<file path="src/logic/fpu_pkg.sv">
package fpu_pkg;

  // at least 2 parallel lanes
  localparam int LANE_COUNT = 3;

  typedef logic [63:0] xlen_t;        // operand / result word
  typedef logic [3:0]  op_t;          // operation code
  typedef logic        fmt_t;         // precision select
  typedef logic [4:0]  fflags_t;      // NV DZ OF UF NX
  typedef logic [9:0]  class_mask_t;  // FCLASS one-hot result

  typedef logic [$clog2(LANE_COUNT)-1:0] lane_idx_t;

  // operation codes
  localparam op_t OP_FSGNJ  = 4'd0;
  localparam op_t OP_FSGNJN = 4'd1;
  localparam op_t OP_FSGNJX = 4'd2;
  localparam op_t OP_FMIN   = 4'd3;
  localparam op_t OP_FMAX   = 4'd4;
  localparam op_t OP_FEQ    = 4'd5;
  localparam op_t OP_FLT    = 4'd6;
  localparam op_t OP_FLE    = 4'd7;
  localparam op_t OP_FCLASS = 4'd8;

  // precision
  localparam fmt_t FMT_S = 1'b0;
  localparam fmt_t FMT_D = 1'b1;

  // invalid operation flag position in fflags
  localparam int FFLAG_NV = 4;

  // canonical quiet NaNs
  localparam logic [31:0] CANON_NAN_S = 32'h7fc0_0000;
  localparam xlen_t       CANON_NAN_D = 64'h7ff8_0000_0000_0000;

  // upper half of a properly boxed single
  localparam logic [31:0] BOX_ONES = 32'hffff_ffff;

endpackage
</file>
<file path="src/logic/fpu_if.sv">
interface fpu_req_if;
  logic            valid;
  logic            ready;
  fpu_pkg::op_t    op;
  fpu_pkg::fmt_t   fmt;
  fpu_pkg::xlen_t  rs1;
  fpu_pkg::xlen_t  rs2;

  modport sender (output valid, output op, output fmt, output rs1, output rs2,
                  input ready);
  modport receiver (input valid, input op, input fmt, input rs1, input rs2,
                    output ready);
endinterface

interface fpu_rsp_if;
  logic              valid;
  logic              ready;
  fpu_pkg::xlen_t    result;
  fpu_pkg::fflags_t  fflags;

  modport sender (output valid, output result, output fflags, input ready);
  modport receiver (input valid, input result, input fflags, output ready);
endinterface

</file>
<file path="src/logic/fpu_noncomp_top.sv">
module fpu_noncomp_top (
  input  logic               i_clk,
  input  logic               i_reset_n,

  input  logic               i_valid,
  output logic               o_ready,
  input  fpu_pkg::op_t       i_op,
  input  fpu_pkg::fmt_t      i_fmt,
  input  fpu_pkg::xlen_t     i_rs1,
  input  fpu_pkg::xlen_t     i_rs2,

  output logic               o_valid,
  input  logic               i_ready,
  output fpu_pkg::xlen_t     o_result,
  output fpu_pkg::fflags_t   o_fflags
);

  fpu_req_if req_if [fpu_pkg::LANE_COUNT] ();
  fpu_rsp_if rsp_if [fpu_pkg::LANE_COUNT] ();

  fpu_dispatch u_dispatch (
    .i_clk      (i_clk),
    .i_reset_n  (i_reset_n),
    .i_valid    (i_valid),
    .o_ready    (o_ready),
    .i_op       (i_op),
    .i_fmt      (i_fmt),
    .i_rs1      (i_rs1),
    .i_rs2      (i_rs2),
    .lane_req_o (req_if)
  );

  for (genvar g = 0; g < fpu_pkg::LANE_COUNT; g++) begin : g_lane
    fpu_noncomp_lane u_lane (
      .i_clk     (i_clk),
      .i_reset_n (i_reset_n),
      .req_i     (req_if[g]),
      .rsp_o     (rsp_if[g])
    );
  end

  fpu_result_merge u_merge (
    .i_clk      (i_clk),
    .i_reset_n  (i_reset_n),
    .lane_rsp_i (rsp_if),
    .o_valid    (o_valid),
    .i_ready    (i_ready),
    .o_result   (o_result),
    .o_fflags   (o_fflags)
  );

endmodule

</file>
<file path="src/logic/fpu_result_merge.sv">
module fpu_result_merge (
  input  logic               i_clk,
  input  logic               i_reset_n,
  fpu_rsp_if.receiver        lane_rsp_i [fpu_pkg::LANE_COUNT],
  output logic               o_valid,
  input  logic               i_ready,
  output fpu_pkg::xlen_t     o_result,
  output fpu_pkg::fflags_t   o_fflags
);

  fpu_pkg::lane_idx_t              rd_ptr;
  logic [fpu_pkg::LANE_COUNT-1:0]  lane_valid;
  fpu_pkg::xlen_t                  lane_result [fpu_pkg::LANE_COUNT];
  fpu_pkg::fflags_t                lane_fflags [fpu_pkg::LANE_COUNT];
  logic                            pop;

  for (genvar g = 0; g < fpu_pkg::LANE_COUNT; g++) begin : g_lane
    assign lane_valid[g]  = lane_rsp_i[g].valid;
    assign lane_result[g] = lane_rsp_i[g].result;
    assign lane_fflags[g] = lane_rsp_i[g].fflags;
    // only the oldest lane may drain
    assign lane_rsp_i[g].ready = i_ready && (rd_ptr == fpu_pkg::lane_idx_t'(g));
  end

  assign o_valid  = lane_valid[rd_ptr];
  assign o_result = lane_result[rd_ptr];
  assign o_fflags = lane_fflags[rd_ptr];
  assign pop      = o_valid && i_ready;

  always_ff @(posedge i_clk or negedge i_reset_n) begin
    if (!i_reset_n) begin
      rd_ptr <= '0;
    end else if (pop) begin
      if (rd_ptr == fpu_pkg::lane_idx_t'(fpu_pkg::LANE_COUNT - 1)) begin
        rd_ptr <= '0;
      end else begin
        rd_ptr <= rd_ptr + 1'b1;  // follow issue order
      end
    end
  end

endmodule

</file>
<file path="src/logic/fpu_noncomp_lane.sv">
module fpu_noncomp_lane (
  input  logic          i_clk,
  input  logic          i_reset_n,
  fpu_req_if.receiver   req_i,
  fpu_rsp_if.sender     rsp_o
);

  // one-hot class in RISC-V FCLASS order
  function automatic fpu_pkg::class_mask_t classify(input fpu_pkg::xlen_t val,
                                                    input fpu_pkg::fmt_t fmt);
    logic                 sign;
    logic                 exp_ones;
    logic                 exp_zero;
    logic                 man_zero;
    logic                 quiet;
    fpu_pkg::class_mask_t mask;
    if (fmt == fpu_pkg::FMT_S) begin
      sign     = val[31];
      exp_ones = &val[30:23];
      exp_zero = ~|val[30:23];
      man_zero = ~|val[22:0];
      quiet    = val[22];
    end else begin
      sign     = val[63];
      exp_ones = &val[62:52];
      exp_zero = ~|val[62:52];
      man_zero = ~|val[51:0];
      quiet    = val[51];
    end
    mask = '0;
    if (exp_ones && !man_zero) begin
      mask[quiet ? 9 : 8] = 1'b1;  // qNaN / sNaN
    end else if (exp_ones) begin
      mask[sign ? 0 : 7] = 1'b1;   // infinity
    end else if (exp_zero && man_zero) begin
      mask[sign ? 3 : 4] = 1'b1;   // zero
    end else if (exp_zero) begin
      mask[sign ? 2 : 5] = 1'b1;   // subnormal
    end else begin
      mask[sign ? 1 : 6] = 1'b1;   // normal
    end
    return mask;
  endfunction

  // a single without all ones above bit 31 reads as canonical NaN
  function automatic fpu_pkg::xlen_t unbox(input fpu_pkg::xlen_t val,
                                           input fpu_pkg::fmt_t fmt);
    fpu_pkg::xlen_t res;
    if (fmt == fpu_pkg::FMT_D) begin
      res = val;
    end else if (&val[63:32]) begin
      res = {32'h0, val[31:0]};
    end else begin
      res = {32'h0, fpu_pkg::CANON_NAN_S};
    end
    return res;
  endfunction

  fpu_pkg::xlen_t        opa;
  fpu_pkg::xlen_t        opb;
  fpu_pkg::class_mask_t  cls_a;
  fpu_pkg::class_mask_t  cls_b;
  logic                  sign_a;
  logic                  sign_b;
  logic [62:0]           mag_a;
  logic [62:0]           mag_b;
  logic                  a_nan;
  logic                  b_nan;
  logic                  a_snan;
  logic                  b_snan;
  logic                  any_nan;
  logic                  both_zero;
  logic                  eq_num;
  logic                  lt_num;
  logic                  lt_tot;
  logic                  sgn_new;
  fpu_pkg::xlen_t        canon_nan;
  fpu_pkg::xlen_t        res_d;
  fpu_pkg::xlen_t        res_boxed;
  fpu_pkg::fflags_t      flags_d;
  logic                  box_res;
  logic                  accept;
  logic                  full_q;
  fpu_pkg::xlen_t        result_q;
  fpu_pkg::fflags_t      fflags_q;

  assign opa   = unbox(req_i.rs1, req_i.fmt);
  assign opb   = unbox(req_i.rs2, req_i.fmt);
  assign cls_a = classify(opa, req_i.fmt);
  assign cls_b = classify(opb, req_i.fmt);

  assign sign_a = (req_i.fmt == fpu_pkg::FMT_S) ? opa[31] : opa[63];
  assign sign_b = (req_i.fmt == fpu_pkg::FMT_S) ? opb[31] : opb[63];
  assign mag_a  = (req_i.fmt == fpu_pkg::FMT_S) ? {32'h0, opa[30:0]} : opa[62:0];
  assign mag_b  = (req_i.fmt == fpu_pkg::FMT_S) ? {32'h0, opb[30:0]} : opb[62:0];

  assign a_nan     = cls_a[8] | cls_a[9];
  assign b_nan     = cls_b[8] | cls_b[9];
  assign a_snan    = cls_a[8];
  assign b_snan    = cls_b[8];
  assign any_nan   = a_nan | b_nan;
  assign both_zero = (cls_a[3] | cls_a[4]) & (cls_b[3] | cls_b[4]);

  // numeric order with +0 equal to -0
  assign eq_num = !any_nan && (both_zero || (opa == opb));
  assign lt_num = !any_nan && !both_zero &&
                  ((sign_a && !sign_b) ||
                   (!sign_a && !sign_b && (mag_a < mag_b)) ||
                   (sign_a && sign_b && (mag_a > mag_b)));
  assign lt_tot = lt_num || (both_zero && sign_a && !sign_b);  // -0 below +0 for min/max

  assign sgn_new = (req_i.op == fpu_pkg::OP_FSGNJN) ? !sign_b :
                   (req_i.op == fpu_pkg::OP_FSGNJX) ? (sign_a ^ sign_b) : sign_b;

  assign canon_nan = (req_i.fmt == fpu_pkg::FMT_D) ? fpu_pkg::CANON_NAN_D :
                     {32'h0, fpu_pkg::CANON_NAN_S};

  always_comb begin
    res_d   = '0;
    flags_d = '0;
    box_res = 1'b0;
    case (req_i.op)
      fpu_pkg::OP_FSGNJ, fpu_pkg::OP_FSGNJN, fpu_pkg::OP_FSGNJX: begin
        box_res = 1'b1;
        if (req_i.fmt == fpu_pkg::FMT_S) begin
          res_d = {32'h0, sgn_new, opa[30:0]};
        end else begin
          res_d = {sgn_new, opa[62:0]};
        end
      end
      fpu_pkg::OP_FMIN, fpu_pkg::OP_FMAX: begin
        box_res                   = 1'b1;
        flags_d[fpu_pkg::FFLAG_NV] = a_snan | b_snan;
        if (a_nan && b_nan) begin
          res_d = canon_nan;
        end else if (a_nan) begin
          res_d = opb;
        end else if (b_nan) begin
          res_d = opa;
        end else if ((req_i.op == fpu_pkg::OP_FMIN) == lt_tot) begin
          res_d = opa;  // min picks smaller, max picks larger
        end else begin
          res_d = opb;
        end
      end
      fpu_pkg::OP_FEQ: begin
        res_d                      = {63'h0, eq_num};
        flags_d[fpu_pkg::FFLAG_NV] = a_snan | b_snan;  // quiet compare
      end
      fpu_pkg::OP_FLT: begin
        res_d                      = {63'h0, lt_num};
        flags_d[fpu_pkg::FFLAG_NV] = any_nan;          // signaling compare
      end
      fpu_pkg::OP_FLE: begin
        res_d                      = {63'h0, lt_num | eq_num};
        flags_d[fpu_pkg::FFLAG_NV] = any_nan;
      end
      fpu_pkg::OP_FCLASS: begin
        res_d = {54'h0, cls_a};
      end
      default: begin
        res_d = '0;  // illegal code
      end
    endcase
  end

  assign res_boxed = (box_res && (req_i.fmt == fpu_pkg::FMT_S)) ?
                     {fpu_pkg::BOX_ONES, res_d[31:0]} : res_d;

  // one-entry holding register
  assign req_i.ready = !full_q || rsp_o.ready;
  assign accept      = req_i.valid && req_i.ready;

  always_ff @(posedge i_clk or negedge i_reset_n) begin
    if (!i_reset_n) begin
      full_q <= 1'b0;
    end else if (accept) begin
      full_q <= 1'b1;
    end else if (rsp_o.ready) begin
      full_q <= 1'b0;  // taken
    end
  end

  always_ff @(posedge i_clk) begin
    if (accept) begin
      result_q <= res_boxed;
      fflags_q <= flags_d;
    end
  end

  assign rsp_o.valid  = full_q;
  assign rsp_o.result = result_q;
  assign rsp_o.fflags = fflags_q;

endmodule

</file>
<file path="src/logic/fpu_dispatch.sv">
module fpu_dispatch (
  input  logic                 i_clk,
  input  logic                 i_reset_n,
  input  logic                 i_valid,
  output logic                 o_ready,
  input  fpu_pkg::op_t         i_op,
  input  fpu_pkg::fmt_t        i_fmt,
  input  fpu_pkg::xlen_t       i_rs1,
  input  fpu_pkg::xlen_t       i_rs2,
  fpu_req_if.sender            lane_req_o [fpu_pkg::LANE_COUNT]
);

  fpu_pkg::lane_idx_t               wr_ptr;
  logic [fpu_pkg::LANE_COUNT-1:0]   lane_ready;
  logic                             push;

  for (genvar g = 0; g < fpu_pkg::LANE_COUNT; g++) begin : g_lane
    // valid only toward the lane under the write pointer
    assign lane_req_o[g].valid = i_valid && (wr_ptr == fpu_pkg::lane_idx_t'(g));
    assign lane_req_o[g].op    = i_op;
    assign lane_req_o[g].fmt   = i_fmt;
    assign lane_req_o[g].rs1   = i_rs1;
    assign lane_req_o[g].rs2   = i_rs2;
    assign lane_ready[g]       = lane_req_o[g].ready;
  end

  assign o_ready = lane_ready[wr_ptr];  // no added latency
  assign push    = i_valid && o_ready;

  always_ff @(posedge i_clk or negedge i_reset_n) begin
    if (!i_reset_n) begin
      wr_ptr <= '0;
    end else if (push) begin
      if (wr_ptr == fpu_pkg::lane_idx_t'(fpu_pkg::LANE_COUNT - 1)) begin
        wr_ptr <= '0;  // wrap
      end else begin
        wr_ptr <= wr_ptr + 1'b1;
      end
    end
  end

endmodule

</file>
<file path="config.mk">
export PLATFORM = sky130hd
export DESIGN_NAME = fpu_noncomp_top
export DESIGN_NICKNAME = d
export VERILOG_FILES = /design/src/logic/fpu_pkg.sv /design/src/logic/fpu_if.sv /design/src/logic/fpu_noncomp_top.sv /design/src/logic/fpu_result_merge.sv /design/src/logic/fpu_noncomp_lane.sv /design/src/logic/fpu_dispatch.sv
export SDC_FILE = /design/constraint.sdc
export NUM_CORES = 1
export LEC_CHECK = 0
export ABC_AREA = 1
export ABC_CLOCK_PERIOD_IN_PS = 5400
export BUFFER_PORTS_ARGS = -buffer_cell sky130_fd_sc_hd__buf_4
export CAP_MARGIN = 40
export CORE_MARGIN = 2
export CORE_UTILIZATION = 25
export CTS_CLUSTER_SIZE = 28
export DETAILED_ROUTE_END_ITERATION = 8
export PLACE_DENSITY = 0.42
export SKIP_LAST_GASP = 1
export SLEW_MARGIN = 10
export SYNTH_ARGS = -nofsm -noshare
export SYNTH_HDL_FRONTEND = slang
export SYNTH_SLANG_ARGS = --single-unit
</file>
<file path="constraint.sdc">
create_clock -name i_clk -period 5.4 [get_ports i_clk]
set_clock_uncertainty 0.15 [all_clocks]
set_input_delay 1.08 -clock i_clk [delete_from_list [all_inputs] [get_ports i_clk]]
set_output_delay 1.08 -clock i_clk [all_outputs]
set_load 0.02 [all_outputs]
</file>
* Word level (Yosys, flattened, before mapping)
Index checks and enable logic that the tools add are counted.
** Operators by class
- Add/subtract/negate cells :: 2
- Magnitude comparators :: 25
- Equality and inequality tests :: 14
- Muxes and demuxes :: 84
- Bitwise logic cells :: 11
- Reductions and logical operators :: 86
** Operators by type and width (number)
- two-way mux 64 bit :: 10
- one-hot mux 64 bit (6 select lines) :: 1
- greater-or-equal comparator 32 x 1 -> 1 bit, second input constant :: 6
- less-than comparator 32 x 6 -> 1 bit, second input constant :: 6
- two-way mux 63 bit :: 3
- binary-select mux 64 bit (select 2 bit) :: 1
- OR reduction 52 bit :: 2
- two-way mux 10 bit :: 8
- equality test 64 bit :: 1
- two-way mux 32 bit :: 2
- AND reduction 32 bit :: 2
- greater-than comparator 63 bit :: 1
- less-than comparator 63 bit :: 1
- OR reduction 23 bit :: 2
- demux 1 bit (select 4 bit) :: 10
- logical AND 1 bit :: 37
- two-way mux 1 bit :: 33
- two-way mux 3 bit :: 8
- AND reduction 11 bit :: 2
- OR reduction 11 bit :: 2
- logical NOT 1 bit :: 17
- equality test 4 x 3 -> 1 bit, second input constant :: 4
- AND reduction 8 bit :: 2
- OR reduction 8 bit :: 2
- other kinds (30) :: 59
** Storage, ports and cells
- Register bits after elaboration :: 202
- Input bits :: 137
- Output and inout port bits :: 71
- Logic and storage cells :: 233

* Depth between registers and ports, before layout
Gate-level depths: netlist of run 1.
- Word-level depth :: 26
- Depth in mapped cells :: 34

* Modules after synthesis
A second synthesis of run 1 with hierarchy kept.
** Second synthesis, totals
- Cell total of the unflattened synthesis :: 4493
- Area total of the unflattened synthesis :: 27797.9 µm²
** Modules (own cells, without submodules)
- fpu_noncomp_lane (g_lane[1].u_lane) :: times used 1, cells each 1292, area an instance 7982.7 µm², sequential area each 1976.9 µm²
- fpu_noncomp_lane (g_lane[0].u_lane) :: times used 1, cells each 1236, area an instance 7712.4 µm², sequential area each 1976.9 µm²
- fpu_noncomp_lane (g_lane[2].u_lane) :: times used 1, cells each 1224, area an instance 7594.8 µm², sequential area each 1976.9 µm²
- fpu_dispatch :: times used 1, cells each 420, area an instance 3138.0 µm², sequential area each 50.0 µm²
- fpu_result_merge :: times used 1, cells each 321, area an instance 1370.1 µm², sequential area each 50.0 µm²

* Worst setup path before layout of run 1
No wires, ideal clock.
- Path kind :: in2reg
- Start :: input i_ready
- End :: register g_lane[2].u_lane.fflags_q[4], enable pin
- Library setup time :: 568 ps
- Arrival :: 5662 ps
- Required time :: 4682 ps
- Path slack :: -980 ps
- Cell stages on the path :: 4
- Path through :: nand2_1 > nand2_1 > nand2_1 > nor3_1
** Between the ends
- Cells in the longest elaborated chain, start to end :: 3
** RTL lines
- start, declared :: RTL line fpu_noncomp_top.sv:13 : input logic i_ready,
- logical AND 1 bit :: RTL line fpu_result_merge.sv:22 : assign lane_rsp_i[g].ready = i_ready && (rd_ptr == fpu_pkg::lane_idx_t'(g));
- logical OR 1 bit :: RTL line fpu_noncomp_lane.sv:171 : assign req_i.ready = !full_q || rsp_o.ready;
- logical AND 1 bit :: RTL line fpu_noncomp_lane.sv:172 : assign accept = req_i.valid && req_i.ready;
- net g_lane[2].u_lane.accept :: RTL line fpu_noncomp_lane.sv:82 : logic accept;
- end signal, assigned :: RTL line fpu_noncomp_lane.sv:187 : fflags_q <= flags_d;
- end, declared :: RTL line fpu_noncomp_lane.sv:85 : fpu_pkg::fflags_t fflags_q;
The timed path passes the listed nets, and every way through them passes these cells.
A chain may end at the register's enable or synchronous reset.

* Final worst setup path of run 1
- Start :: input i_rs1[57]
- End :: register g_lane[0].u_lane.result_q[10] (data pin)
** Between the ends
- Cells in the longest elaborated chain, start to end :: 26
- Elaborated cells between the ends (all ways) :: 86
** RTL lines
- start, declared :: RTL line fpu_noncomp_top.sv:9 : input fpu_pkg::xlen_t i_rs1,
- AND reduction 32 bit :: RTL line fpu_noncomp_lane.sv:51 : end else if (&val[63:32]) begin
- two-way mux 32 bit :: RTL line fpu_noncomp_lane.sv:51
- two-way mux 64 bit (*) :: RTL line fpu_noncomp_lane.sv:49 : if (fmt == fpu_pkg::FMT_D) begin
- two-way mux 1 bit :: RTL line fpu_noncomp_lane.sv:17, fpu_noncomp_lane.sv:92
- two-way mux 3 bit (on tied branches) :: RTL line fpu_noncomp_lane.sv:38, fpu_noncomp_lane.sv:40
- greater-or-equal comparator 32 x 1 -> 1 bit (implied by the code), or another cell as far along :: RTL line fpu_noncomp_lane.sv:38 : mask[sign ? 2 : 5] = 1'b1;
- logical AND 1 bit (on tied branches) :: RTL line fpu_noncomp_lane.sv:38, fpu_noncomp_lane.sv:40
- two-way mux 1 bit (on tied branches) :: RTL line fpu_noncomp_lane.sv:38, fpu_noncomp_lane.sv:40
- [11 not listed]
- equality test 1 bit :: RTL line fpu_noncomp_lane.sv:140 : end else if ((req_i.op == fpu_pkg::OP_FMIN) == lt_tot) begin
- two-way mux 64 bit :: RTL line fpu_noncomp_lane.sv:140
- two-way mux 64 bit :: RTL line fpu_noncomp_lane.sv:138 : end else if (b_nan) begin
- two-way mux 64 bit :: RTL line fpu_noncomp_lane.sv:136 : end else if (a_nan) begin
- two-way mux 64 bit :: RTL line fpu_noncomp_lane.sv:134 : if (a_nan && b_nan) begin
- one-hot mux 64 bit (6 select lines) (*) :: RTL line fpu_noncomp_lane.sv:122 : case (req_i.op)
- two-way mux 64 bit (*)
- net g_lane[0].u_lane.res_boxed[10] :: RTL line fpu_noncomp_lane.sv:79 : fpu_pkg::xlen_t res_boxed;
- end signal, assigned :: RTL line fpu_noncomp_lane.sv:186 : result_q <= res_boxed;
- end, declared :: RTL line fpu_noncomp_lane.sv:84 : fpu_pkg::xlen_t result_q;
Mark *: on every way through the listed nets, which the timed path passes. The rest lies on a longest branch.

==> results.md, run 1 <==
* Status: completed
* # diodes at 0
* CTS tree: built
* Initial DRC Count at 1078
* IO Count at between 200 and 250
* Die Ht at about 240 um
* Mapped cell area at around 13000 um^2
* DP HPWL at roughly 42000 um
* Crit share post-route at 0.923
* First-pass DRT Iterations at 7
* WP buf/inv at 6
* Critical-path top delay cell: or2_2
* Warnings, synthesis at 0
* Met2 WL at 25400 um
* # Post-CTS Setup Buffers at 0
* Final-stage net count at about 2100
* Synth-to-Final Area Change at 26.7%
* Full die area at approximately 55000 um^2
* Hold WS at 0.215 ns
* GP Congestion at slightly above 0.9
* Routed Antenna Nets at 0
* First-pass GRT wire length at just over 80000 um
* # DRC at 0
* Hold Path Class: in -> async
* H-tree depth at 1
* Cell Area, Placed at 16200 um^2
* Power Dens Cells at 394 nW/um^2
* RSZ-0062 raised after global routing: false
* CORE AREA at between 50000 and 60000 um^2
* Fin area at about 17000 um^2
* Mean Syn Cell Area at slightly below 8 um^2
* WP data arrival at ~5.0 ns
* Minimum clock period at ~5 ns
* Critical path class: in -> reg
* Worst IR Drop VDD at roughly 0.19 mV
* Register area at between 6000 and 7000 um^2
* Synth Flop Type: edfxtp_1
* R2R cell count at 8
* DR top layer: met4
* Root buf cell: clkbuf_16
* CP peak stage delay at between 0.3 and 0.4 ns
* Delay-heaviest family, CP: simple AND/OR/NAND/NOR gates
* I/O Buffers at 203
* Worst endpoint required time at ~5.5 ns
* Seq/Total Area, Yosys at 0.451
* Leak at roughly 7.6 nW
* Ys async rst share at 0.0347
* Seq cells post-synth at 202
* Clock Sinks at 202
* Share of layout cells above drive strength 1 at 0.194
* Clock Path Buffers at 3
* Via density per instance at between 4 and 5
* Vias in the first global route at 12700
* FMAX at 0.201 GHz
* Routed wire per std cell at ~21 um
* Slew Limit Fails at 0
* Rows at 84
* Via Count at between 10000 and 15000
* Measured slew at the worst slew-check pin at around 0.76 ns
* Number of buffers created by CTS at 24
* Tot Pwr at between 6 and 7 mW
* Worst skew pair latency at between 0.5 and 0.6 ns
* Largest net degree at the start of global routing at 66
* Initial antenna violation count at 0
* # setup viols final at 0
* CP dominant cell by count: nand2_1
* Rel. slew slack at 0.487
* Stages on worst setup path at 28
* Routed length on met3 at about 3500 um
* Post-synth EDFFs at ~200
* Fillcell total at between 5000 and 6000
* Worst Setup End Kind: register
* Total global-route track usage at 0.198
* Maximum fanout along the worst path at 6
* Max_cap viols at 0
* Die X at approximately 240 um
* Overflow after GRT at 0
* Area of the multi-input gates at 6350 um^2
* Mapped Cells at 1711
* Unique masters post-synth at 55
* Clock slew at reported path FFs at about 0.060 ns
* Critical Path Start Type: input pin
* Met1 wire length at 25500 um
* Initial Utilization at 0.254
* Routed WL at between 50000 and 60000 um
* Fin. Hold Viols at 0
## synth_stat cells (all sizes together), types with 4 or more instances
cell / n / area share
edfxtp: 195 / 0.44
o21bai: 4 / 0.0022
nor4: 28 / 0.015
ha: 53 / 0.050
nor2: 102 / 0.030
o211ai: 18 / 0.010
nand3: 280 / 0.11
nor3: 17 / 0.0067
clkbuf: 42 / 0.012
a21oi: 65 / 0.026
clkinv: 8 / 0.0022
o31ai: 4 / 0.0026
buf: 39 / 0.021
nand2: 560 / 0.16
nand4: 34 / 0.016
dfrtp: 7 / 0.013
o21ai: 68 / 0.025
inv: 155 / 0.043
and3: 4 / 0.0019
## metal layers
metal	global-route usage	vias up
met3	0.0269	76
met5	0	-
met1	0.276	6241
li1	-	6331
met4	0.0531	0
met2	0.322	461
## state kept, by name, indices dropped and copies added, names as in the netlist
register and count:
g_lane.u_lane.rsp_o.result 192, u_merge.rd_ptr 2, g_lane.u_lane.rsp_o.valid 3, u_dispatch.wr_ptr 2, g_lane.u_lane.rsp_o.fflags 3
## power breakdown
part	internal, mW	switching, mW	leakage (nW)	total, mW
sequential	2.11	0.106	1.90	2.22
combinational	1.01	1.98	5.39	2.99
clock	0.842	0.634	0.351	1.48
## kinds of logic after synthesis
kind of cell,share of synthesized area
AOI/OAI and AO/OA,0.0786
buffers and inverters,0.0787
and+or+nand+nor,0.342
adders and majority gates,0.0495
other,0.000280
DFF,0.451
xor gates and xnor gates,0.000655
## stage by stage
step / instances / worst slack (ns) / util / TNS [ns]
floorplan: 1714 / 0.862 / - / 0
global placement: 2616 / -0.168 / 0.307 / -11.44
detailed placement: 2618 / -0.193 / 0.308 / -17.55
CTS: 2661 / 0.357 / 0.321 / 0
global route: 2661 / 0.0251 / 0.321 / 0
finish: 2661 / 0.414 / 0.321 / 0
## worst paths after layout
| path | start | to | slack (ns) |
|---|---|---|---|
| max in group asynchronous | i_reset_n | u_merge.rd_ptr[0]$_DFFE_PN0P_ | 4.74 |
| worst max register to register | u_merge.rd_ptr[0]$_DFFE_PN0P_ | g_lane[0].u_lane.rsp_o.result[37]$_DFFE_PP_ | 1.94 |
| worst min register to register | u_dispatch.wr_ptr[0]$_DFFE_PN0P_ | g_lane[2].u_lane.rsp_o.valid$_DFFE_PN0P_ | 0.36 |
| min in group i_clk | u_dispatch.wr_ptr[0]$_DFFE_PN0P_ | g_lane[2].u_lane.rsp_o.valid$_DFFE_PN0P_ | 0.36 |
| worst min-delay path | i_reset_n | u_dispatch.wr_ptr[1]$_DFFE_PN0P_ | 0.22 |
| worst max-delay path | i_rs1[57] | g_lane[0].u_lane.rsp_o.result[10]$_DFFE_PP_ | 0.41 |
## layout make-up
class	count	area share
inverter	163	0.0361
timing repair buffer	297	0.141
clock buffer	29	0.0378
multi-input combinational	1268	0.374
tap	688	0.0508
sequential	202	0.356
clock inverter	14	0.00428
## repair_timing
item,in CTS,in global routing
hold buffers,0,0
resized for setup,0,2
endpoints found under the setup margin,0,30
## placed cells by master, fill, tap and decap left out, types with 25 or more instances in the layout
cell and n:
buf_4 285, edfxtp_1 195, inv_1 148, nor4_1 25, nand4_1 34, nand2_1 540
o21ai_0 37, nor2_1 93, ha_1 53, a21oi_1 62, o21ai_1 30, clkbuf_16 25
nand3_1 278
(Power assumes the default switching activity.)
==> inputs of run 2 (changes only) <==
--- a/config.mk
+++ b/config.mk
@@ -11,6 +11,7 @@
 export CAP_MARGIN = 40
 export CORE_MARGIN = 2
 export CORE_UTILIZATION = 25
+export CTS_BUF_LIST = sky130_fd_sc_hd__clkbuf_4
 export CTS_CLUSTER_SIZE = 28
 export DETAILED_ROUTE_END_ITERATION = 8
 export PLACE_DENSITY = 0.42
==> run 2 against run 1 <==
Via count grew 0.95%. Utilization shrank 0.071 points. Critical endpoint is now g_lane[1].u_lane.rsp_o.result[21]$_DFFE_PP_. Highest routed layer unchanged. Register-to-register slack is essentially flat. Combinational power is essentially flat. Sequential power is essentially flat. Non-clock buffer count grew 1. Routed wire length grew 0.56%. Global-route usage grew 0.28 points. Worst setup slack gained 0.20 ns. Clock power shrank 11%.
==> results.md, run 2 (synthesized netlist as in run 1, its figures left out) <==
* Status: completed
* Routed wire per std cell at 20.6 um (-1.5%)
* CP dominant cell by count: nand2_1
* CP peak stage delay at 0.36 ns (+0.03 ns)
* Critical Path Start Type: input pin
* Routed Antenna Nets at 0 (unchanged)
* Via Count at 13200 (+0.95%)
* Die X at 235 um (unchanged)
* Initial antenna violation count at 3 (+3)
* Tot Pwr at 6.52 mW (-2.4%)
* First-pass DRT Iterations at 6 (-1)
* FMAX at 0.209 GHz (+4.1%)
* Critical-path top delay cell: nor2_1
* Power Dens Cells at 385 nW/um^2 (-2.2%)
* Core Util, Final at 0.321 (-0.000711)
* Maximum fanout along the worst path at 6 (unchanged)
* Initial Utilization at 0.254 (unchanged)
* Overflow after GRT at 0 (unchanged)
* GP Congestion at 0.912 (unchanged)
* Post-CTS sizing at 0 (unchanged)
* CORE AREA at 52800 um^2 (unchanged)
* H-tree depth at 2 (+1)
* Largest net degree at the start of global routing at 66 (unchanged)
* Routed WL at 56100 um (+0.56%)
* Initial DRC Count at 1112 (+3.2%)
* Clock Path Buffers at 3 (unchanged)
* WP data arrival at 5.06 ns (+0.02 ns)
* Clock slew at reported path FFs at 0.07 ns (about the same)
* DP HPWL at 42400 um (unchanged)
* Full die area at 55400 um^2 (unchanged)
* Fin. Hold Viols at 0 (unchanged)
* Leak at 7.70 nW (+0.76%)
* Commonest cells after routing, fill and taps aside: 540 x nand2_1, 285 x buf_4, 278 x nand3_1, 195 x edfxtp_1, 148 x inv_1
* Cell Area, Placed at 16200 um^2 (unchanged)
* Hold Path Class: reg -> reg
* R2R setup slack at 1.94 ns (about the same)
* Max reg flops at 192 (unchanged)
* Rel. slew slack at 0.502 (+0.0146)
* Final std cells w/o fill at 2718 (+2.1%)
* Worst IR Drop VDD at 0.149 mV (-21%)
* Rows at 84 (unchanged)
* Root buf cell: clkbuf_4
* Worst Setup End Kind: register
* Final-stage net count at 2179 (+1.5%)
* IO Count at 208 (unchanged)
* # DRC at 0 (unchanged)
* RSZ-0062 raised after global routing: false
* Critical path class: in -> reg
* Placed cells at 2618 (unchanged)
* # setup viols final at 0 (unchanged)
* Slew Limit Fails at 0 (unchanged)
* I/O Buffers at 203 (unchanged)
* Clock Sinks at 202 (unchanged)
* CTS tree: built
* Crit share post-route at 0.887 (-0.0362)
* Vias in the first global route at 12900 (+1.7%)
* Max_cap viols at 0 (unchanged)
* # Post-CTS Setup Buffers at 0 (unchanged)
* Number of buffers created by CTS at 56 (+130%)
* Via density per instance at 4.87 (-1.2%)
* Most common cell after layout, fill and taps aside: nand2_1
* Worst endpoint required time at 5.67 ns (+0.22 ns)
* First-pass GRT wire length at 83600 um (+0.96%)
* Worst skew pair latency at 0.72 ns (+0.20 ns)
* Share of layout cells above drive strength 1 at 0.214 (+0.0195)
* Die Ht at 235 um (unchanged)
* Fin area at 16900 um^2 (-0.22%)
* Measured slew at the worst slew-check pin at 0.743 ns (-0.0193 ns)
* Synth-to-Final Area Change at 26.4%
* Minimum clock period at 4.79 ns (-0.196 ns)
* Total global-route track usage at 0.201 (+0.00284)
* Hold WS at 0.371 ns (+0.156 ns)
run 2: per-stage QoR:
| step | TNS, ns | setup WS (ns) |
|---|---|---|
| 4_1_cts | 0 | 0.655 |
| 3_3_place_gp | -11.44 | -0.168 |
| 2_1_floorplan | 0 | 0.862 |
| 6_report | 0 | 0.610 |
| 5_1_grt | 0 | 0.225 |
| 3_5_place_dp | -17.55 | -0.193 |
run 2: layer usage:
layer,vias up,routed length (um),GRT usage
met3,71,3210,0.0305
met2,468,25800,0.327
met4,0,1050,0.0506
li1,6439,-,-
met1,6255,26000,0.280
met5,-,0,0
run 2: final cells by class:
class | instances | area, um^2
fill | 5709 | 35800
tap | 688 | 861
clock buffer | 79 | 593
sequential | 202 | 6030
multi-input combinational | 1268 | 6340
timing repair buffer | 298 | 2400
inverter | 163 | 612
clock inverter | 17 | 72.6
antenna | 3 | 7.51
run 2: repair_timing:
| action | CTS | global route |
|---|---|---|
| endpoints found under the setup margin | 0 | 0 |
| hold endpoints to repair | 7 | 0 |
| hold buffers | 1 | 0 |
run 2: critical path, delay by kind of cell:
family                   cells  cell delay, ns
AO/OA/AOI/OAI                3            0.43
adder cells (fa/ha/maj)      1            0.30
buffers and inverters        6            0.66
AND/OR/NAND/NOR             18            2.55
run 2: where the power goes:
part           leakage [nW]  switching (mW)  internal (mW)  total [mW]
Combinational          5.40            1.98           1.01        2.99
Sequential             1.90           0.106           2.11        2.21
Clock                 0.405           0.651          0.668        1.32
Total                  7.70            2.73           3.78        6.52
run 2: final timing paths:
check,start,endpoint,cells past startpoint
max in group asynchronous,i_reset_n,u_merge.rd_ptr[0]$_DFFE_PN0P_,2
setup / recovery,i_rs1[59],g_lane[1].u_lane.rsp_o.result[21]$_DFFE_PP_,28
hold / removal,u_dispatch.wr_ptr[0]$_DFFE_PN0P_,g_lane[2].u_lane.rsp_o.valid$_DFFE_PN0P_,1
min in group asynchronous,i_reset_n,u_dispatch.wr_ptr[0]$_DFFE_PN0P_,2
setup reg to reg,u_merge.rd_ptr[0]$_DFFE_PN0P_,g_lane[0].u_lane.rsp_o.fflags[4]$_DFFE_PP_,8
hold reg to reg,u_dispatch.wr_ptr[0]$_DFFE_PN0P_,g_lane[2].u_lane.rsp_o.valid$_DFFE_PN0P_,1
==> inputs of run 3 (changes only) <==
--- a/config.mk
+++ b/config.mk
@@ -9,7 +9,7 @@
 export ABC_CLOCK_PERIOD_IN_PS = 5400
 export BUFFER_PORTS_ARGS = -buffer_cell sky130_fd_sc_hd__buf_4
 export CAP_MARGIN = 40
-export CORE_MARGIN = 2
+export CORE_ASPECT_RATIO = 0.75
 export CORE_UTILIZATION = 25
 export CTS_BUF_LIST = sky130_fd_sc_hd__clkbuf_4
 export CTS_CLUSTER_SIZE = 28
==> run 3 against run 2 <==
Critical path type unchanged. Sequential power about the same. First-iteration DRC count shrank 16%. Maximum frequency grew 2.9%. Highest routed layer is now met5. Global-route usage grew 0.74 points. Sequential share of layout area shrank 0.061 points. Register-to-register slack improved by 0.28 ns. Non-clock buffer count rose by 5. Worst setup slack better by 0.14 ns. Die area decreased by 1.7%. Routed wire length rose by 2.7%. Cell count up 0.99%.
==> results.md, run 3 (synthesized netlist as in run 1, its figures left out) <==
* Rows at 73 (-13%)
* DR top layer: met5
* Measured slew at the worst slew-check pin at 0.942 ns (+0.199 ns)
* Dpl ws at 0.00813 ns (+0.201 ns)
* Combinational group share of total power at 0.460 (+0.002)
* Root buf cell: clkbuf_4
* Full die area at 54500 um^2 (-1.7%)
* R2r endpoint: g_lane[0].u_lane.rsp_o.result[49]$_DFFE_PP_
* Worst skew pair latency at 0.81 ns (+0.09 ns)
* Max_cap viols at 0 (unchanged)
* Number of buffers created by CTS at 56 (unchanged)
* # setup viols final at 0 (unchanged)
* Overflow after GRT at 0 (unchanged)
* Fillcell total at 5680 (-0.51%)
* Crit share post-route at 0.862 (-0.0253)
* Routed Antenna Nets at 0 (unchanged)
* WP data arrival at 4.91 ns (-0.15 ns)
* Hold_buf cts at 1 (unchanged)
* IO Count at 208 (unchanged)
* Rel. slew slack at 0.364 (-0.138)
* Clock Sinks at 202 (unchanged)
* Max reg flops at 192 (unchanged)
* Hold WS at 0.353 ns (-0.0179 ns)
* Clock Path Buffers at 3 (unchanged)
* WP buf/inv at 5 (-1)
* Critical-path top delay cell: or2_2
* Worst endpoint required time at 5.65 ns (-0.02 ns)
* # Post-CTS Setup Buffers at 0 (unchanged)
* Critical path class: in -> reg
* R2R setup slack at 2.22 ns (+0.28 ns)
* FMAX at 0.215 GHz (+2.9%)
* Worst IR Drop VDD at 0.162 mV (+8.7%)
* Routed WL at 57600 um (+2.7%)
* Routed wire per std cell at 21.0 um (+1.6%)
* Fin. Hold Viols at 0 (unchanged)
* RSZ-0062 raised after global routing: false
* R2R cell count at 8 (unchanged)
* Met1 wire length at 28200 um (+8.4%)
* Setup TNS after final layout at 0 ns (unchanged)
* # DRC at 0 (unchanged)
* Tot Pwr at 6.58 mW (+0.96%)
* Vias in the first global route at 12700 (-1.5%)
* Final-stage net count at 2184 (+0.23%)
* I/O Buffers at 203 (unchanged)
* Worst Setup End Kind: register
* First-pass GRT wire length at 84100 um (+0.61%)
* Via Count at 13400 (+1.3%)
* Via density per instance at 4.88 (+0.31%)
* CP dominant cell by count: nand2_1
* Routed length on met3 at 3800 um (+18%)
* H-tree depth at 2 (unchanged)
* Area of the multi-input gates at 6340 um^2 (unchanged)
* Critical R2R Launch: u_merge.rd_ptr[1]$_DFFE_PN0P_
* CTS tree: built
* Commonest cells after routing, fill and taps aside: 540 x nand2_1, 293 x buf_4, 278 x nand3_1, 195 x edfxtp_1, 148 x inv_1
* Slew Limit Fails at 0 (unchanged)
* Clk pwr share at 0.207 (+0.005)
* Initial DRC Count at 934 (-16%)
* Register area at 6030 um^2 (unchanged)
* Most common cell after layout, fill and taps aside: nand2_1
* Share of layout cells above drive strength 1 at 0.214 (+0.000564)
* Sequential Power Share at 0.333 (-0.007)
* Minimum clock period at 4.65 ns (-0.137 ns)
* Hold Path Sink: g_lane[2].u_lane.rsp_o.valid$_DFFE_PN0P_
* Hold Path Class: reg -> reg
* Power Dens Cells at 388 nW/um^2 (+0.79%)
* Cell Int Power at 3.81 mW (+0.76%)
* Sw power at 2.77 mW (+1.2%)
* CORE AREA at 52900 um^2 (+0.23%)
* Total global-route track usage at 0.208 (+0.00737)
* Maximum fanout along the worst path at 10 (+4)
* Synth-to-Final Area Change at 26.7%
* Initial antenna violation count at 5 (+2)
* WHS Path Cells at 1 (unchanged)
* GP Congestion at 0.934 (+2.4%)
* Critical Path Start Type: input pin
* Die X at 269 um (+14%)
* Die Ht at 202 um (-14%)
* Met2 WL at 24300 um (-5.9%)
* First-pass DRT Iterations at 5 (-1)
* Clock slew at reported path FFs at 0.06 ns (about the same)
* Largest net degree at the start of global routing at 53 (-20%)
* Status: completed
* Initial Utilization at 0.253 (-0.000594)
* Leak at 7.71 nW (+0.17%)
* CP peak stage delay at 0.35 ns (about the same)
* Hold_sp: u_dispatch.wr_ptr[0]$_DFFE_PN0P_
* Post-CTS sizing at 0 (unchanged)
* Delay-heaviest family, CP: simple AND/OR/NAND/NOR gates
* Final WS setup at 0.747 ns (+0.137 ns)
* DP HPWL at 44500 um (+5.0%)
* Switch share at 0.421 (+0.00115)
==> run 3: changes by cell type in the layout (fill, tap and decap cells not counted), sizes merged <==
cell / change
buf: +5
inv: -2
bufinv: +1
diode: -1
==> run 3: power by group through the flow <==
stage | sequential [mW] | clock [mW] | combinational [mW]
global placement | 2.23 | 0 | 3.06
floorplan | 2.22 | 0 | 1.64
finish | 2.19 | 1.36 | 3.03
CTS | 2.19 | 1.42 | 3.09
detailed placement | 2.22 | 0 | 3.08
global route | 2.22 | 1.49 | 3.29
==> run 3: per-stage QoR <==
step	util	instances	instance area (um^2)
global route	0.321	2745	17000
detailed placement	0.307	2647	16300
finish	0.321	2745	17000
global placement	0.307	2645	16200
CTS	0.320	2743	16900
floorplan	-	1714	13400
==> run 3: worst register-to-register path, delay by kind of cell, from the launching register on <==
family	cells	cell delay, ns
buf+inv	3	1.05
compound gates	3	0.80
flops	1	0.43
simple gates	2	0.31
==> run 3: area by class of cell <==
class,instances,share of cell area
flip-flops and latches,202,0.356
well taps,712,0.0526
diodes,2,0.000295
clock inverters,16,0.00524
clock buffers,79,0.0350
multi-input cells,1268,0.374
inverters,163,0.0361
repair buffers,303,0.141
==> run 3: worst max-delay path by stage <==
stage | startpoint | endpoint | slack (ns) | cells past startpoint
floorplan | i_fmt | g_lane[0].u_lane.rsp_o.result[48]$_DFFE_PP_ | 0.86 | 24
global route | i_rs1[59] | g_lane[1].u_lane.rsp_o.result[45]$_DFFE_PP_ | 0.44 | 28
detailed placement | i_rs1[59] | g_lane[2].u_lane.rsp_o.result[14]$_DFFE_PP_ | 0.008 | 28
global placement | i_rs1[59] | g_lane[2].u_lane.rsp_o.result[14]$_DFFE_PP_ | 0.02 | 28
finish | i_rs1[57] | g_lane[0].u_lane.rsp_o.result[49]$_DFFE_PP_ | 0.75 | 28
CTS | i_rs1[59] | g_lane[0].u_lane.rsp_o.result[49]$_DFFE_PP_ | 0.83 | 28
==> run 3: layer usage <==
metal,GRT usage,up-vias
li1,-,6445
met5,0,-
met3,0.0417,81
met4,0.0582,4
met1,0.306,6352
met2,0.306,524
